==> src/hw/i8008_pkg.sv <==
package i8008_pkg;

  localparam int DATA_W   = 8;
  localparam int ADDR_W   = 14;
  localparam int NUM_REGS = 7;

  typedef logic [DATA_W-1:0] data_t;
  typedef logic [ADDR_W-1:0] addr_t;

  // Bus states, one clock each
  typedef enum logic [2:0] {T1, T2, WAIT, T3, T4, T5, STOPPED} state_t;

  typedef enum logic [1:0] {CYCLE1, CYCLE2, CYCLE3} cycle_t;

  // Shown in bits 7:6 of the T2 byte
  typedef enum logic [1:0] {PCI, PCR, PCC, PCW} cycle_type_t;

  // Same codes as the SSS/DDD fields
  typedef enum logic [2:0] {REG_A, REG_B, REG_C, REG_D, REG_E, REG_H, REG_L} reg_sel_t;

  // Instruction bits 5:3 of the ALU group
  typedef enum logic [2:0] {ADD, ADC, SUB, SBB, AND, XOR, OR, CMP} alu_op_t;

  typedef enum logic [2:0] {INC, DEC, RLC, RRC, RAL, RAR} rot_op_t;

  typedef enum logic [1:0] {COND_C, COND_Z, COND_S, COND_P} cond_t;

  typedef struct packed {
    logic carry;
    logic zero;
    logic sign;
    logic parity; // Set on an even number of ones
  } flags_t;

  typedef enum logic [2:0] {NONE, PC_LO, PC_HI, REG, ALU, TMP_A, TMP_B, DATA_IN} bus_src_t;

  typedef struct packed {
    bus_src_t    bus_src;
    reg_sel_t    reg_sel;
    logic        reg_we;
    logic        tmp_a_we;
    logic        tmp_b_we;
    logic        ir_we;
    alu_op_t     alu_op;
    logic        alu_rotate; // Use rot_op instead of alu_op
    rot_op_t     rot_op;
    logic        flag_we;
    logic        pc_inc;
    logic        pc_load;
    logic        mark_cycle;
    cycle_type_t cycle_type;
  } ctrl_t;

endpackage

==> src/hw/i8008_alu.sv <==
`timescale 1ns/1ps

module i8008_alu (
  input  i8008_pkg::data_t     a,
  input  i8008_pkg::data_t     b,
  input  i8008_pkg::alu_op_t   op,
  input  logic                 rotate,
  input  i8008_pkg::rot_op_t   rot_op,
  input  i8008_pkg::flags_t    flags_in,
  output i8008_pkg::data_t     result,
  output i8008_pkg::flags_t    flags_next
);

  logic [i8008_pkg::DATA_W:0] sum; // Top bit is carry or borrow

  always_comb begin
    sum        = '0;
    result     = a;
    flags_next = flags_in;
    if (rotate) begin
      case (rot_op)
        i8008_pkg::INC: result = a + 8'd1;
        i8008_pkg::DEC: result = a - 8'd1;
        i8008_pkg::RLC: {flags_next.carry, result} = {a[7], a[6:0], a[7]};
        i8008_pkg::RRC: {flags_next.carry, result} = {a[0], a[0], a[7:1]};
        i8008_pkg::RAL: {flags_next.carry, result} = {a[7], a[6:0], flags_in.carry};
        i8008_pkg::RAR: {flags_next.carry, result} = {a[0], flags_in.carry, a[7:1]};
        default: ;
      endcase
      // Increment and decrement leave carry alone
      if (rot_op == i8008_pkg::INC || rot_op == i8008_pkg::DEC) begin
        flags_next.zero   = (result == '0);
        flags_next.sign   = result[7];
        flags_next.parity = ~^result;
      end
    end else begin
      case (op)
        i8008_pkg::ADD: sum = {1'b0, a} + {1'b0, b};
        i8008_pkg::ADC: sum = {1'b0, a} + {1'b0, b} + 9'(flags_in.carry);
        i8008_pkg::SUB: sum = {1'b0, a} - {1'b0, b};
        i8008_pkg::SBB: sum = {1'b0, a} - {1'b0, b} - 9'(flags_in.carry);
        i8008_pkg::AND: sum = {1'b0, a & b};
        i8008_pkg::XOR: sum = {1'b0, a ^ b};
        i8008_pkg::OR:  sum = {1'b0, a | b};
        i8008_pkg::CMP: sum = {1'b0, a} - {1'b0, b};
        default: ;
      endcase
      result            = (op == i8008_pkg::CMP) ? a : sum[7:0]; // Compare keeps A
      flags_next.carry  = sum[8];
      flags_next.zero   = (sum[7:0] == '0);
      flags_next.sign   = sum[7];
      flags_next.parity = ~^sum[7:0];
    end
  end

endmodule

==> src/hw/i8008_regfile.sv <==
`timescale 1ns/1ps

module i8008_regfile (
  input  logic                clk,
  input  logic                rst,
  input  i8008_pkg::reg_sel_t sel,
  input  logic                we,
  input  i8008_pkg::data_t    wdata,
  output i8008_pkg::data_t    rdata,
  output i8008_pkg::data_t    acc
);

  i8008_pkg::data_t regs [i8008_pkg::NUM_REGS];

  always_ff @(posedge clk) begin
    if (rst) begin
      for (int i = 0; i < i8008_pkg::NUM_REGS; i++) begin
        regs[i] <= '0;
      end
    end else if (we) begin
      regs[sel] <= wdata;
    end
  end

  assign rdata = regs[sel];
  assign acc   = regs[i8008_pkg::REG_A]; // Feeds temp A for ALU ops

endmodule

==> src/hw/i8008_sequencer.sv <==
`timescale 1ns/1ps

module i8008_sequencer (
  input  logic              clk,
  input  logic              rst,
  input  logic              ready,
  input  i8008_pkg::data_t  instr,
  input  i8008_pkg::flags_t flags,
  output i8008_pkg::ctrl_t  ctrl,
  output i8008_pkg::state_t state
);

  i8008_pkg::cycle_t   cycle;
  i8008_pkg::state_t   next_state;
  i8008_pkg::cycle_t   next_cycle;
  i8008_pkg::reg_sel_t sss;
  i8008_pkg::reg_sel_t ddd;
  logic is_hlt, is_mov, is_lmr, is_alur, is_incdec, is_rot;
  logic is_lri, is_alui, is_jmp, is_jcc;
  logic multi_cycle, cond_flag, take_jump;

  assign sss = i8008_pkg::reg_sel_t'(instr[2:0]);
  assign ddd = i8008_pkg::reg_sel_t'(instr[5:3]);

  // Instruction classes, M operands excluded
  assign is_hlt    = (instr == 8'hff) || (instr[7:1] == 7'b0000000);
  assign is_mov    = (instr[7:6] == 2'b11) && (instr[5:3] != 3'b111) && (instr[2:0] != 3'b111);
  assign is_lmr    = (instr[7:3] == 5'b11111) && (instr[2:0] != 3'b111);
  assign is_alur   = (instr[7:6] == 2'b10) && (instr[2:0] != 3'b111);
  assign is_incdec = (instr[7:6] == 2'b00) && (instr[2:1] == 2'b00) && (instr[5:3] != 3'b000);
  assign is_rot    = (instr[7:5] == 3'b000) && (instr[2:0] == 3'b010);
  assign is_lri    = (instr[7:6] == 2'b00) && (instr[2:0] == 3'b110) && (instr[5:3] != 3'b111);
  assign is_alui   = (instr[7:6] == 2'b00) && (instr[2:0] == 3'b100);
  assign is_jmp    = (instr[7:6] == 2'b01) && (instr[2:0] == 3'b100);
  assign is_jcc    = (instr[7:6] == 2'b01) && (instr[2:0] == 3'b000);

  assign multi_cycle = is_lri || is_alui || is_lmr || is_jmp || is_jcc;

  always_comb begin
    case (i8008_pkg::cond_t'(instr[4:3]))
      i8008_pkg::COND_C: cond_flag = flags.carry;
      i8008_pkg::COND_Z: cond_flag = flags.zero;
      i8008_pkg::COND_S: cond_flag = flags.sign;
      default:           cond_flag = flags.parity;
    endcase
  end

  // Bit 5 selects jump-if-true or jump-if-false
  assign take_jump = is_jmp || (is_jcc && (cond_flag == instr[5]));

  always_comb begin
    next_state = state;
    next_cycle = cycle;
    case (state)
      i8008_pkg::T1:                 next_state = i8008_pkg::T2;
      i8008_pkg::T2, i8008_pkg::WAIT: next_state = ready ? i8008_pkg::T3 : i8008_pkg::WAIT;
      i8008_pkg::T3: begin
        next_state = i8008_pkg::T1;
        next_cycle = i8008_pkg::CYCLE1;
        if ((cycle == i8008_pkg::CYCLE1) || (cycle == i8008_pkg::CYCLE2 && is_alui) ||
            (cycle == i8008_pkg::CYCLE3 && take_jump)) begin
          next_state = i8008_pkg::T4;
          next_cycle = cycle;
        end else if (cycle == i8008_pkg::CYCLE2 && (is_jmp || is_jcc)) begin
          next_cycle = i8008_pkg::CYCLE3; // High address byte still to come
        end
      end
      i8008_pkg::T4: next_state = i8008_pkg::T5;
      i8008_pkg::T5: begin
        next_state = i8008_pkg::T1;
        next_cycle = i8008_pkg::CYCLE1;
        if (cycle == i8008_pkg::CYCLE1 && is_hlt) begin
          next_state = i8008_pkg::STOPPED;
        end else if (cycle == i8008_pkg::CYCLE1 && multi_cycle) begin
          next_cycle = i8008_pkg::CYCLE2;
        end
      end
      default: ; // STOPPED until reset
    endcase
  end

  always_comb begin
    ctrl = '0;
    case (state)
      i8008_pkg::T1: begin
        ctrl.bus_src = i8008_pkg::PC_LO;
        if (cycle == i8008_pkg::CYCLE2 && is_lmr) begin
          ctrl.bus_src = i8008_pkg::REG; // Write address from H:L
          ctrl.reg_sel = i8008_pkg::REG_L;
        end
      end
      i8008_pkg::T2: begin
        ctrl.mark_cycle = 1'b1;
        if (cycle == i8008_pkg::CYCLE2 && is_lmr) begin
          ctrl.bus_src    = i8008_pkg::REG;
          ctrl.reg_sel    = i8008_pkg::REG_H;
          ctrl.cycle_type = i8008_pkg::PCW;
        end else begin
          ctrl.bus_src    = i8008_pkg::PC_HI;
          ctrl.pc_inc     = 1'b1;
          ctrl.cycle_type = (cycle == i8008_pkg::CYCLE1) ? i8008_pkg::PCI : i8008_pkg::PCR;
        end
      end
      i8008_pkg::T3: begin
        ctrl.bus_src = i8008_pkg::DATA_IN;
        if (cycle == i8008_pkg::CYCLE1) begin
          ctrl.ir_we = 1'b1;
        end else if (cycle == i8008_pkg::CYCLE2) begin
          ctrl.reg_sel  = ddd;
          ctrl.reg_we   = is_lri;
          ctrl.tmp_a_we = is_alui;
          ctrl.tmp_b_we = is_alui || is_jmp || is_jcc; // Immediate or jump low byte
          if (is_lmr) begin
            ctrl.bus_src = i8008_pkg::TMP_B;
          end
        end else begin
          ctrl.tmp_a_we = 1'b1; // Jump high byte
        end
      end
      i8008_pkg::T4: begin
        if (cycle == i8008_pkg::CYCLE1 && (is_alur || is_mov || is_lmr)) begin
          ctrl.bus_src  = i8008_pkg::REG;
          ctrl.reg_sel  = sss;
          ctrl.tmp_b_we = 1'b1;
          ctrl.tmp_a_we = is_alur; // Pairs with the accumulator
        end else if (cycle == i8008_pkg::CYCLE1 && (is_incdec || is_rot)) begin
          ctrl.bus_src  = i8008_pkg::REG;
          ctrl.reg_sel  = is_rot ? i8008_pkg::REG_A : ddd;
          ctrl.tmp_a_we = 1'b1;
        end
        ctrl.pc_load = (cycle == i8008_pkg::CYCLE3);
      end
      i8008_pkg::T5: begin
        ctrl.bus_src = i8008_pkg::ALU;
        ctrl.reg_sel = i8008_pkg::REG_A;
        ctrl.alu_op  = i8008_pkg::alu_op_t'(instr[5:3]);
        if ((cycle == i8008_pkg::CYCLE1 && is_alur) || (cycle == i8008_pkg::CYCLE2 && is_alui)) begin
          ctrl.reg_we  = 1'b1;
          ctrl.flag_we = 1'b1;
        end else if (cycle == i8008_pkg::CYCLE1 && is_incdec) begin
          ctrl.reg_sel    = ddd;
          ctrl.reg_we     = 1'b1;
          ctrl.flag_we    = 1'b1;
          ctrl.alu_rotate = 1'b1;
          ctrl.rot_op     = instr[0] ? i8008_pkg::DEC : i8008_pkg::INC;
        end else if (cycle == i8008_pkg::CYCLE1 && is_rot) begin
          ctrl.reg_we     = 1'b1;
          ctrl.flag_we    = 1'b1;
          ctrl.alu_rotate = 1'b1;
          ctrl.rot_op     = i8008_pkg::rot_op_t'({1'b0, instr[4:3]} + 3'd2);
        end else if (cycle == i8008_pkg::CYCLE1 && is_mov) begin
          ctrl.bus_src = i8008_pkg::TMP_B;
          ctrl.reg_sel = ddd;
          ctrl.reg_we  = 1'b1;
        end
      end
      default: ;
    endcase
  end

  always_ff @(posedge clk) begin
    if (rst) begin
      state <= i8008_pkg::T1;
      cycle <= i8008_pkg::CYCLE1;
    end else begin
      state <= next_state;
      cycle <= next_cycle;
    end
  end

endmodule

==> src/hw/i8008_datapath.sv <==
`timescale 1ns/1ps

module i8008_datapath (
  input  logic              clk,
  input  logic              rst,
  input  i8008_pkg::ctrl_t  ctrl,
  input  i8008_pkg::data_t  data_in,
  output i8008_pkg::data_t  data_out,
  output i8008_pkg::data_t  instr,
  output i8008_pkg::flags_t flags
);

  i8008_pkg::data_t  bus;
  i8008_pkg::data_t  ir;
  i8008_pkg::data_t  tmp_a;
  i8008_pkg::data_t  tmp_b;
  i8008_pkg::data_t  reg_rdata;
  i8008_pkg::data_t  acc;
  i8008_pkg::data_t  alu_result;
  i8008_pkg::flags_t alu_flags;
  i8008_pkg::addr_t  pc;

  i8008_regfile i_regfile (
    .clk   (clk),
    .rst   (rst),
    .sel   (ctrl.reg_sel),
    .we    (ctrl.reg_we),
    .wdata (bus),
    .rdata (reg_rdata),
    .acc   (acc)
  );

  i8008_alu i_alu (
    .a          (tmp_a),
    .b          (tmp_b),
    .op         (ctrl.alu_op),
    .rotate     (ctrl.alu_rotate),
    .rot_op     (ctrl.rot_op),
    .flags_in   (flags),
    .result     (alu_result),
    .flags_next (alu_flags)
  );

  always_comb begin
    case (ctrl.bus_src)
      i8008_pkg::PC_LO:   bus = pc[i8008_pkg::DATA_W-1:0];
      i8008_pkg::PC_HI:   bus = i8008_pkg::data_t'(pc[i8008_pkg::ADDR_W-1:i8008_pkg::DATA_W]);
      i8008_pkg::REG:     bus = reg_rdata;
      i8008_pkg::ALU:     bus = alu_result;
      i8008_pkg::TMP_B:   bus = tmp_b;
      i8008_pkg::DATA_IN: bus = data_in;
      default:            bus = '0;
    endcase
  end

  // T2 byte carries the cycle type on top
  assign data_out = ctrl.mark_cycle ? {ctrl.cycle_type, bus[5:0]} : bus;
  assign instr    = ir;

  always_ff @(posedge clk) begin
    if (rst) begin
      ir    <= '0;
      pc    <= '0;
      flags <= '0;
    end else begin
      if (ctrl.ir_we) ir <= bus;
      if (ctrl.flag_we) flags <= alu_flags;
      if (ctrl.pc_load) begin
        pc <= {tmp_a[5:0], tmp_b};
      end else if (ctrl.pc_inc) begin
        pc <= pc + 1'b1;
      end
    end
  end

  // Loading both temps at once puts the accumulator in A
  always_ff @(posedge clk) begin
    if (ctrl.tmp_a_we) tmp_a <= ctrl.tmp_b_we ? acc : bus;
    if (ctrl.tmp_b_we) tmp_b <= bus;
  end

endmodule

==> src/hw/i8008_core.sv <==
`timescale 1ns/1ps

module i8008_core (
  input  logic              clk,
  input  logic              rst,
  input  i8008_pkg::data_t  data_in,
  input  logic              ready,
  output i8008_pkg::data_t  data_out,
  output i8008_pkg::state_t state
);

  i8008_pkg::ctrl_t  ctrl;
  i8008_pkg::data_t  instr;
  i8008_pkg::flags_t flags;

  i8008_sequencer i_sequencer (
    .clk   (clk),
    .rst   (rst),
    .ready (ready),
    .instr (instr),
    .flags (flags),
    .ctrl  (ctrl),
    .state (state)
  );

  i8008_datapath i_datapath (
    .clk      (clk),
    .rst      (rst),
    .ctrl     (ctrl),
    .data_in  (data_in),
    .data_out (data_out),
    .instr    (instr),
    .flags    (flags)
  );

endmodule

==> config.mk <==
export PLATFORM = sky130hd
export DESIGN_NAME = i8008_core
export DESIGN_NICKNAME = d
export VERILOG_FILES = /design/src/hw/i8008_pkg.sv /design/src/hw/i8008_alu.sv /design/src/hw/i8008_regfile.sv /design/src/hw/i8008_sequencer.sv /design/src/hw/i8008_datapath.sv /design/src/hw/i8008_core.sv
export SDC_FILE = /design/constraint.sdc
export NUM_CORES = 1
export LEC_CHECK = 0
export BUFFER_PORTS_ARGS = -buffer_cell sky130_fd_sc_hd__buf_2
export CAP_MARGIN = 20
export CORE_UTILIZATION = 51
export DETAILED_ROUTE_END_ITERATION = 12
export GPL_ROUTABILITY_DRIVEN = 0
export GPL_TIMING_DRIVEN = 0
export PLACE_DENSITY = 0.67
export SYNTH_ARGS = -nofsm -noshare
export SYNTH_HDL_FRONTEND = slang
export SYNTH_HIERARCHICAL = 1
export SYNTH_SLANG_ARGS = --single-unit
==> constraint.sdc <==
create_clock -name clk -period 12.43 [get_ports clk]
set_input_delay 1.243 -clock clk [delete_from_list [all_inputs] [get_ports clk]]
set_output_delay 1.243 -clock clk [all_outputs]
set_load 0.03 [all_outputs]
Word-level counts from Yosys, hierarchy flattened:

Memories as Yosys holds them, arrays and structs flattened.
Cells that the tools add are included.

* equality and inequality tests: 41
* reductions and logical operators: 67
* bitwise gates (word level): 3
* add/subtract/negate cells: 8
* mux-type cells: 70

Operators by type and width (number)
* one-hot mux 8 bit (6 select lines): 2
* one-hot mux 9 bit (7 select lines): 1
* 2-to-1 mux 8 bit: 7
* equality test 3 bit (second input constant): 13
* one-hot mux 6 bit (5 select lines): 1
* 2-to-1 mux 14 bit: 2
* equality test 3 x 2 -> 1 bit (second input constant): 9
* logical AND 1 bit: 25
* 2-to-1 mux 1 bit: 25
* 2-to-1 mux 5 bit: 5
* 2-to-1 mux 3 bit: 8
* 2-to-1 mux 6 bit: 3
* 2-to-1 mux 9 bit: 2
* logical NOT 8 bit: 2
* logical OR 1 bit: 16
* XNOR reduction 8 bit: 2
* logical NOT 3 bit: 5
* one-hot mux 3 bit (5 select lines): 1
* adder 14 x 1 -> 14 bit (second input constant): 1
* equality test 3 x 1 -> 1 bit (second input constant): 4
* 2-to-1 mux 4 bit: 3
* adder 8 x 8 -> 9 bit: 1
* adder 9 x 1 -> 9 bit: 1
* inequality test 3 bit (second input constant): 3
* 28 further kinds: 47

* input bits: 11
* memories kept: 1
* RAM bits: 56
* output and inout port bits: 11
* register bits after elaboration: 47

Memory list
* i_datapath.i_regfile.regs: words 7, bits a word 8, read ports 2, clocked after memory_dff 0, write ports 7, RTL line i8008_regfile.sv:13 `i8008_pkg::data_t regs [i8008_pkg::NUM_REGS];`

Logic depth before layout (Yosys ltp):

Gate-level depths: netlist of the first run.

* depth after elaboration: 15
* gate-level depth with buffers: 25

Hierarchy:

Netlist of the first run, hierarchy kept.

By module, submodules not included
* i8008_alu: times used 1, seq. area each 0.0 um^2, cells each 415, area an instance 2886.5 um^2
* i8008_regfile: times used 1, seq. area each 1841.8 um^2, cells each 181, area an instance 2829.0 um^2
* i8008_datapath: times used 1, seq. area each 1001.0 um^2, cells each 244, area an instance 2407.3 um^2
* i8008_sequencer: times used 1, seq. area each 100.1 um^2, cells each 139, area an instance 897.1 um^2

Worst setup path after synthesis of the first run:

Ideal clock, no wire load.

* path kind: register to output
* start point: register i_sequencer.state[2]
* end point: output data_out[7]
* stages on the path, launching flop included: 21
* slack: 6231 ps
* required time: 11187 ps
* arrival time: 4956 ps
* path through: dfxtp_1 > clkbuf_1 > and3b_1 > clkbuf_1 > o211ai_2 > nor3_1 > clkbuf_1 > clkbuf_1 > and2_1 > ha_1 > a21o_1 > a21oi_1 > o21ai_1 > o41ai_1 > xnor2_1 > nor2_1 > a2111oi_0 > a211oi_1 > a22o_1 > o21bai_1 > o21ai_0

RTL lines
* start: declaration: RTL line i8008_sequencer.sv:10 `output i8008_pkg::state_t state`
* start signal: assignment: RTL line i8008_sequencer.sv:163 `state <= i8008_pkg::T1;`
* start signal: assignment: RTL line i8008_sequencer.sv:166 `state <= next_state;`
* end: declaration: RTL line i8008_core.sv:8 `output i8008_pkg::data_t data_out,`

==> out/metrics.cfg, run 1 <==
[timing]
fin_crit_sh_pct=61.2
worstMarginPinSlew_ns=0.917
relSlewSlack_pct=38.9
hold_viol_final=0
fin_worst_skew_ns=0.00963
grt_setup_unrepaired=false
finalMaxSlewViolations=0
setup_violations=0
period_needed_ns=7.61
setup_ws_ns=4.82
setup_tns_ns=0
max_freq_ghz=0.131

[global_routing]
grt_usage_pct=28.6
grt_first_pass_wirelength_um=39100
grt.overflow.total=0
grt_pass1_vias=7042
antenna_found_initial=0
grt_max_degree=23

[synth]
syn_area_per_cell_um2=9.21
syn_nets=1036
synth.distinct_cells=106
synth_area_um2=9020
syn-instance-count=979
ys_async_sr_fraction_pct=0
synth_edf_count=72
synthFlopType=edfxtp_1
yosysSeqAreaShare_pct=32.6
ys_ff_latch=111
yosys_warnings=6

[finish]
final_cell_mix=100 x nor2_1, 76 x nand2_1, 72 x edfxtp_1, 63 x inv_1, 46 x a21oi_1
drive_above_1_share_pct=13.2
stdcell_count=1242
diodes=0
area_delta_synth_final_pct=7.88
final_common_cell=nor2_1
fin_nets=1069

[clock_network]
cts_resized=0
cts-htree-levels=3
clk_path_buf_depth=2
hold_buffers=0
cts_tree=yes
cts_root_buf=clkbuf_16
cts_sinks=111
numCtsBuffers=9
insertion_delay_ns=0.37
path_clk_slew_ns=0.08
post_cts_buffers=0

[place]
place_ws_ns=5.33
io_buffers=21
hpwl_um=19200
place_inst=1226

[drt]
ant_nets=0
route.detailed.drc=0
drtIter0Drc=838
totalWireLength_um=25500
firstDrtPassIters=6
routed_via_density=6.22
num_vias=7728
post_drt_wl_per_cell_um=20.6

[power]
vdd_drop_max_mv=0.138
leakage_nw=3.88
power_density_nw_per_um2=88.2

[critical_path]
crit_required_ns=11.19
endpoint_kind=output port
criticalPathCategory=register to output port
cp.arrival_ns=6.37
path_max_fanout=10
worst_setup_path_start_kind=register

[min_path]
hp-class=register to register

[floorplan]
coreArea_um2=17300
die_area_um2=18200
die_h_um=135
start_util_pct=52.1
io-pin-count=22
dieWidth_um=135
rows=48

[outcome]
status=completed

[run]
maxCapViolations=0

-- report_power, final --
| part | internal (mW) | total, mW | leakage, nW | switching (mW) |
|---|---|---|---|---|
| registers | 0.403 | 0.412 | 1.05 | 0.00889 |
| clock network | 0.145 | 0.298 | 0.152 | 0.153 |
| logic | 0.0533 | 0.149 | 2.68 | 0.0957 |
-- worst max-delay path: stages (launching register included) --
cell       delay (ns)
dfxtp_1          0.33
clkbuf_1         0.33
and3b_1          0.21
clkbuf_1         0.37
o211ai_2         0.24
nor3_1           0.22
clkbuf_1         0.29
clkbuf_1         0.42
nor2_1           0.10
and2_1           0.27
ha_1             0.31
a21o_1           0.15
a21oi_1          0.21
o21ai_1          0.13
o41ai_1          0.35
xnor2_1          0.18
nor2_1           0.09
a2111oi_0        0.66
a211oi_1         0.25
a22o_1           0.28
o21bai_1         0.27
o21ai_0          0.14
buf_2            0.19
-- path summary, 6_finish.rpt --
path / startpoint / to / slack (ns) / cells past startpoint
worst max-delay path: i_sequencer/state[2]$_SDFFE_PP0P_ / data_out[7] / 4.82 / 22
worst min register to register: i_datapath/i_regfile/regs[6][4]$_SDFFE_PP0P_ / i_datapath/i_regfile/regs[6][4]$_SDFFE_PP0P_ / 0.48 / 1
worst min-delay path: i_datapath/i_regfile/regs[6][4]$_SDFFE_PP0P_ / i_datapath/i_regfile/regs[6][4]$_SDFFE_PP0P_ / 0.48 / 1
worst max register to register: i_sequencer/state[2]$_SDFFE_PP0P_ / i_datapath/i_regfile/regs[6][7]$_SDFFE_PP0P_ / 6.01 / 24
-- kinds of logic (layout without fill, tap and decap cells) --
logic type | count (synthesis) | count (layout) | share of synthesized area, %
buffers and inverters | 131 | 169 | 6.88
and+or+nand+nor | 328 | 328 | 18.4
AOI/OAI and AO/OA | 259 | 259 | 21.3
xor gates and xnor gates | 39 | 39 | 3.87
muxes | 65 | 65 | 10.2
adders and majority gates | 46 | 46 | 6.63
DFF | 111 | 111 | 32.6
-- cell usage after synthesis, types with 9 or more instances --
master,count,area (um2)
nor2_1,100,375
nand2_1,76,285
edfxtp_1,72,2160
inv_1,63,236
a21oi_1,46,230
ha_1,43,538
dfxtp_1,39,781
o21ai_0,38,190
clkbuf_1,29,109
mux2i_1,27,270
nand3_1,22,110
xnor2_1,22,193
mux2_2,21,236
nor3_1,21,105
and3_1,17,106
xor2_1,16,140
a211oi_1,15,113
nand2b_1,15,93.8
o22ai_1,15,93.8
buf_2,13,65.1
a21o_1,12,90.1
mux4_1,12,315
nor2b_1,12,75.1
o21ai_1,11,55.1
o21a_1,9,67.6
-- metrics by stage --
stage | area [um2] | total power, mW | hold slack [ns] | util (%)
2_1_floorplan | 9020 | 0.525 | 0.428 | -
3_3_place_gp | 9410 | 0.565 | 0.449 | 54.4
3_5_place_dp | 9410 | 0.566 | 0.461 | 54.4
4_1_cts | 9730 | 0.862 | 0.477 | 56.3
5_1_grt | 9730 | 0.888 | 0.495 | 56.3
6_report | 9730 | 0.858 | 0.475 | 56.3
-- metal layers --
metal	vias to the layer above	share of wire, %	global-route usage, %
met4	0	3.7	13.0
met3	52	6.1	3.23
li1	3706	-	-
met2	299	48	48.3
met5	-	0	0
met1	3671	43	36.9
-- cell type report --
class / instances / area (um2)
clock inverter: 7 / 91.3
timing repair buffer: 22 / 113
fill: 1567 / 7570
sequential: 111 / 2940
tap: 225 / 282
buffer: 68 / 384
clock buffer: 9 / 225
inverter: 63 / 236
multi-input combinational: 737 / 5460
-- flip-flops by register name (all words and copies together) (netlist names) --
register / cells
i_datapath/flags: 4
i_sequencer/cycle: 2
i_datapath/pc: 14
i_sequencer/state: 3
i_datapath/i_regfile/regs: 64
i_datapath/instr: 8
i_datapath/tmp_b: 8
i_datapath/tmp_a: 8
Power figures use the tool's default switching activity.
==> inputs of run 2 (changes only) <==
--- a/config.mk
+++ b/config.mk
@@ -11,7 +11,7 @@
 export DETAILED_ROUTE_END_ITERATION = 12
 export GPL_ROUTABILITY_DRIVEN = 0
 export GPL_TIMING_DRIVEN = 0
-export PLACE_DENSITY = 0.67
+export PLACE_DENSITY = 0.7
 export SYNTH_ARGS = -nofsm -noshare
 export SYNTH_HDL_FRONTEND = slang
 export SYNTH_HIERARCHICAL = 1
==> constraint.sdc (replaced) <==
create_clock -name clk -period 6.55 [get_ports clk]
set_input_delay 0.655 -clock clk [delete_from_list [all_inputs] [get_ports clk]]
set_output_delay 0.655 -clock clk [all_outputs]
set_load 0.03 [all_outputs]
==> run 2 against run 1 <==
  * Clock power grew 100%
  * Combinational power grew 88%
  * Largest cell class unchanged
  * Sequential power increased by 90%
  * First-iteration DRC count decreased by 33%
==> out/metrics.cfg, run 2 (synthesis results as in run 1) <==
[global_routing]
grt_pass1_vias=7445  ; +5.7%
antenna_found_initial=0  ; unchanged
grt_max_degree=23  ; unchanged
grt.overflow.total=0  ; unchanged
grt_first_pass_wirelength_um=40300  ; +3.3%
grt_usage_pct=29.0  ; +0.35 points

[critical_path]
criticalPathCategory=register to output port
worst_setup_path_start_kind=register
cp_num_buf_inv=3  ; -2
cpMaxStageDelayCell=or4b_4
crit_top_cell=nor2_1
crit_family=compound AO/OA/AOI/OAI gates
cp.arrival_ns=5.51  ; -0.86 ns
crit_chain=or3b_4 > or4b_4 > o211ai_2 > nor3_1 > clkbuf_1 > clkbuf_2 > nor2_1 > and2_2 > ha_1 > a21o_1 > a21oi_1 > o21ai_1 > o41ai_2 > xnor2_1 > nor2_1 > a2111oi_2 > a211oi_2 > a22o_1 > o21bai_2 > o21ai_0 > buf_2
path_max_fanout=10  ; unchanged
endpoint_kind=output port
max_stage_delay_ns=0.56  ; -0.10 ns
crit_required_ns=5.89  ; -5.30 ns

[finish]
final_common_cell=nor2_1
largest_reg_flops=64  ; unchanged
final_cell_mix=100 x nor2_1, 76 x nand2_1, 72 x edfxtp_1, 63 x inv_1, 46 x a21oi_1
stdcell_count=1240  ; -0.16%
top_regs=i_datapath/i_regfile/regs x64, i_datapath/pc x14
drive_above_1_share_pct=14.1  ; +0.91 points
top_register=i_datapath/i_regfile/regs
fin_util_pct=56.4  ; +0.19 points
diodes=0  ; unchanged
area_delta_synth_final_pct=8.24
fin_nets=1067  ; -0.19%

[timing]
finalMaxSlewViolations=0  ; unchanged
grt_setup_unrepaired=false
max_freq_ghz=0.162
period_needed_ns=6.17
fin_hold_ws_ns=0.482  ; +0.00682 ns
relSlewSlack_pct=47.1  ; +8.2 points
worstMarginPinSlew_ns=0.794  ; -0.124 ns
fin_crit_sh_pct=94.2
fin_worst_skew_ns=0.00916  ; -0.000471 ns
hold_viol_final=0  ; unchanged
setup_violations=0  ; unchanged

[clock_network]
cts_tree=yes
clk_path_buf_depth=2  ; unchanged
numCtsBuffers=9  ; unchanged
insertion_delay_ns=0.36  ; about the same
hold_buffers=0  ; unchanged
post_cts_buffers=0  ; unchanged
cts_resized=5  ; +5
path_clk_slew_ns=0.08  ; about the same
cts_root_buf=clkbuf_16
cts-htree-levels=3  ; unchanged
cts_sinks=111  ; unchanged

[floorplan]
coreArea_um2=17300  ; unchanged
io-pin-count=22  ; unchanged
start_util_pct=52.1  ; unchanged
die_area_um2=18200  ; unchanged
rows=48  ; unchanged
dieWidth_um=135  ; unchanged
die_h_um=135  ; unchanged

[min_path]
hp-class=register to register

[drt]
route.detailed.drc=0  ; unchanged
drtIter0Drc=564  ; -33%
num_vias=7788  ; +0.78%
totalWireLength_um=25700  ; +0.54%
post_drt_wl_per_cell_um=20.7  ; +0.71%
routed_via_density=6.28  ; +0.94%
ant_nets=0  ; unchanged
firstDrtPassIters=5  ; -1

[power]
p_total_mw=1.66  ; +93%
leakage_nw=3.91  ; +0.79%
vdd_drop_max_mv=0.173  ; +26%
power_density_nw_per_um2=170  ; +93%

[run]
maxCapViolations=0  ; unchanged

[outcome]
status=completed

[place]
place_inst=1226  ; unchanged
hpwl_um=19200  ; -0.13%
io_buffers=21  ; unchanged

==> run 2: worst reg2reg max path: cells and delay by family (launching register included) <==
kind | cells | cell delay (ns)
simple gates | 7 | 1.79
flops | 1 | 0.43
fa+ha+maj | 1 | 0.26
compound gates | 10 | 2.21
xor+xnor | 1 | 0.18
buf+inv | 4 | 0.64
==> run 2: worst paths after layout <==
| kind | startpoint | to | slack, ns | cells after the start |
|---|---|---|---|---|
| max | i_datapath/instr[2]$_SDFFE_PP0P_ | data_out[7] | 0.38 | 21 |
| min | i_datapath/i_regfile/regs[6][5]$_SDFFE_PP0P_ | i_datapath/i_regfile/regs[6][5]$_SDFFE_PP0P_ | 0.48 | 1 |
| max reg2reg | i_datapath/instr[2]$_SDFFE_PP0P_ | i_datapath/i_regfile/regs[6][7]$_SDFFE_PP0P_ | 0.95 | 23 |
| min reg2reg | i_datapath/i_regfile/regs[6][5]$_SDFFE_PP0P_ | i_datapath/i_regfile/regs[6][5]$_SDFFE_PP0P_ | 0.48 | 1 |
==> run 2: per-stage QoR <==
stage / setup WS, ns / TNS [ns] / instance area, um2
floorplan: 0.939 / 0 / 9020
global placement: -0.0180 / -0.0180 / 9410
detailed placement: 0.0366 / 0 / 9410
CTS: 0.0819 / 0 / 9750
global route: 0.0442 / 0 / 9760
finish: 0.382 / 0 / 9760
==> run 2: per-layer routing <==
metal | wire [um] | track usage [%]
met3 | 1610 | 2.18
met5 | 0 | 0
met1 | 10600 | 37.3
met4 | 1080 | 14.6
met2 | 12400 | 49.0
==> run 2: where the power goes <==
part	leakage, nW	switching, mW	internal (mW)	total (mW)
sequential	1.05	0.0183	0.764	0.782
clock	0.162	0.282	0.314	0.595
combinational	2.70	0.179	0.102	0.280
total	3.91	0.479	1.18	1.66
==> run 2: layout make-up <==
type	count	area, um2
Fill cell	1552	7530
Tap cell	225	282
Clock buffer	9	225
Sequential cell	111	2940
Multi-Input combinational cell	737	5480
Timing Repair Buffer	22	113
Clock inverter	7	103
Inverter	63	236
Buffer	66	380
==> inputs of run 3 (changes only) <==
--- a/config.mk
+++ b/config.mk
@@ -7,11 +7,11 @@
 export LEC_CHECK = 0
 export BUFFER_PORTS_ARGS = -buffer_cell sky130_fd_sc_hd__buf_2
 export CAP_MARGIN = 20
-export CORE_UTILIZATION = 51
+export CORE_UTILIZATION = 58
 export DETAILED_ROUTE_END_ITERATION = 12
 export GPL_ROUTABILITY_DRIVEN = 0
 export GPL_TIMING_DRIVEN = 0
-export PLACE_DENSITY = 0.7
+export PLACE_DENSITY = 0.78
 export SYNTH_ARGS = -nofsm -noshare
 export SYNTH_HDL_FRONTEND = slang
 export SYNTH_HIERARCHICAL = 1
==> run 3 against run 2 <==
  * Combinational power about the same
  * Wire length decreased by 1.6%
  * Highest routed layer unchanged
  * Total power decreased by 2.4%
  * Hold slack got worse by 0.0084 ns
  * Die area decreased by 12%
  * Via count increased by 2.3%
  * Fmax decreased by 1.8%
  * Setup slack got worse by 0.11 ns
  * Clock power decreased by 7.2%
  * Global-route usage increased by 3.1 points
  * Critical path depth unchanged
  * Core utilization increased by 7.3 points
==> out/metrics.cfg, run 3 (synthesis results as in run 1) <==
[finish]
fin_nets=1067  ; unchanged
final_cell_mix=100 x nor2_1, 76 x nand2_1, 72 x edfxtp_1, 63 x inv_1, 46 x a21oi_1
n_fill_cell=1302  ; -16%
stdcell_count=1203  ; -3.0%
top_regs=i_datapath/i_regfile/regs x64, i_datapath/pc x14
final_common_cell=nor2_1
area_delta_synth_final_pct=7.35
diodes=0  ; unchanged
drive_above_1_share_pct=13.9  ; -0.20 points
top_register=i_datapath/i_regfile/regs
largest_reg_flops=64  ; unchanged

[clock_network]
clk_path_buf_depth=2  ; unchanged
cts_sinks=111  ; unchanged
cts-htree-levels=3  ; unchanged
path_clk_slew_ns=0.08  ; about the same
numCtsBuffers=9  ; unchanged
insertion_delay_ns=0.36  ; about the same
cts_tree=yes
cts_root_buf=clkbuf_16
hold_buffers=0  ; unchanged
post_cts_buffers=0  ; unchanged

[power]
vdd_drop_max_mv=0.192  ; +11%
p_total_mw=1.62  ; -2.4%
power_density_nw_per_um2=167  ; -1.6%
leakage_nw=3.89  ; -0.56%

[min_path]
hp-class=register to register
hp-start=i_datapath/i_regfile/regs[6][3]$_SDFFE_PP0P_

[timing]
hold_viol_final=0  ; unchanged
grt_setup_unrepaired=false
fin_crit_sh_pct=95.9  ; +1.7 points
period_needed_ns=6.28  ; +0.114 ns
fin_worst_skew_ns=0.0114  ; +0.00220 ns
finalMaxSlewViolations=0  ; unchanged
setup_violations=0  ; unchanged
worstMarginPinSlew_ns=0.870  ; +0.0760 ns
relSlewSlack_pct=42.0  ; -5.1 points
max_freq_ghz=0.159  ; -1.8%
setup_tns_ns=0  ; unchanged

[critical_path]
cp.depth=21  ; unchanged
worst_setup_path_start_kind=register
startpoint=i_datapath/instr[7]$_SDFFE_PP0P_
path_max_fanout=10  ; unchanged
worstSetupEndpoint=data_out[7]
r2r-start=i_datapath/instr[7]$_SDFFE_PP0P_
cp_num_buf_inv=3  ; unchanged
rrSetupSlack_ns=0.85  ; -0.10 ns
ff2ff_path_depth=23  ; unchanged
crit_top_cell=nor2_1
crit_required_ns=5.89  ; about the same
cpMaxStageDelayCell=or4b_4
cp.arrival_ns=5.63  ; +0.12 ns
crit-reg2reg-capture=i_datapath/i_regfile/regs[6][7]$_SDFFE_PP0P_
crit_family=compound AO/OA/AOI/OAI gates
max_stage_delay_ns=0.56  ; about the same
endpoint_kind=output port
crit_chain=or3b_4 > or4b_4 > o211ai_2 > nor3_1 > clkbuf_1 > clkbuf_2 > nor2_1 > and2_2 > ha_1 > a21o_1 > a21oi_1 > o21ai_1 > o41ai_1 > xnor2_1 > nor2_1 > a2111oi_2 > a211oi_1 > a22o_1 > o21bai_2 > o21ai_0 > buf_2
criticalPathCategory=register to output port

[global_routing]
grt_max_degree=23  ; unchanged
grt_usage_pct=32.1  ; +3.1 points
grt_pass1_vias=7427  ; -0.24%
grt.overflow.total=0  ; unchanged
grt_first_pass_wirelength_um=39500  ; -2.1%
antenna_found_initial=0  ; unchanged

[drt]
routed_via_density=6.62  ; +5.5%
num_vias=7968  ; +2.3%
post_drt_wl_per_cell_um=21.0  ; +1.4%
ant_nets=0  ; unchanged
route.detailed.drc=0  ; unchanged
totalWireLength_um=25300  ; -1.6%
drtIter0Drc=716  ; +27%
firstDrtPassIters=6  ; +1

[floorplan]
die_h_um=127  ; -6.1%
start_util_pct=59.3  ; +7.2 points
dieWidth_um=127  ; -6.1%
coreArea_um2=15200  ; -12%
die_area_um2=16100  ; -12%
io-pin-count=22  ; unchanged
rows=45  ; -6.3%

[place]
hpwl_um=18900  ; -1.5%
io_buffers=21  ; unchanged
place_inst=1189  ; -3.0%

[run]
maxCapViolations=0  ; unchanged

[outcome]
status=completed

run 3: per-layer routing:
layer / share of wire (%) / routed length, um / vias to the layer above / global-route usage, %
met5: 0 / 0 / - / 0
met4: 4.5 / 1130 / 0 / 15.8
met3: 8.2 / 2080 / 81 / 5.27
met2: 48 / 12100 / 414 / 54.2
met1: 39 / 9950 / 3780 / 40.0
li1: - / - / 3693 / -
run 3: timing repair:
item                       in CTS  in global routing
cloned                          0                  0
setup endpoints to repair       1                  3
gates resized for setup         4                  5
pin swaps                       0                  0
run 3: layout make-up:
type	count	area (um2)	share of cell area [%]
Multi-Input combinational cell	737	5470	56.5
Sequential cell	111	2940	30.4
Buffer	66	380	3.93
Inverter	63	236	2.44
Tap cell	188	235	2.43
Clock buffer	9	225	2.33
Timing Repair Buffer	22	113	1.16
Clock inverter	7	81.3	0.840
run 3: through the flow:
stage	utilization, %	hold slack [ns]	worst slack, ns	instance area (um2)
detailed placement	61.6	0.451	0.0245	9370
finish	63.7	0.473	0.267	9680
global route	63.7	0.489	0.00122	9680
floorplan	-	0.428	0.939	9020
CTS	63.7	0.469	0.00655	9680
global placement	61.6	0.444	0.0231	9360
run 3: worst min path at each step:
stage / endpoint / slack (ns) / cells after the start
floorplan: i_datapath/i_regfile/regs[6][0]$_SDFFE_PP0P_ / 0.43 / 1
CTS: i_datapath/i_regfile/regs[6][5]$_SDFFE_PP0P_ / 0.47 / 1
global route: i_datapath/i_regfile/regs[6][5]$_SDFFE_PP0P_ / 0.49 / 1
finish: i_datapath/i_regfile/regs[6][3]$_SDFFE_PP0P_ / 0.47 / 1
detailed placement: i_datapath/i_regfile/regs[6][5]$_SDFFE_PP0P_ / 0.45 / 1
global placement: i_datapath/i_regfile/regs[6][6]$_SDFFE_PP0P_ / 0.44 / 1
run 3: power by group:
part	switching (mW)	internal, mW
clock	0.279	0.273
combinational	0.181	0.102
sequential	0.0182	0.764
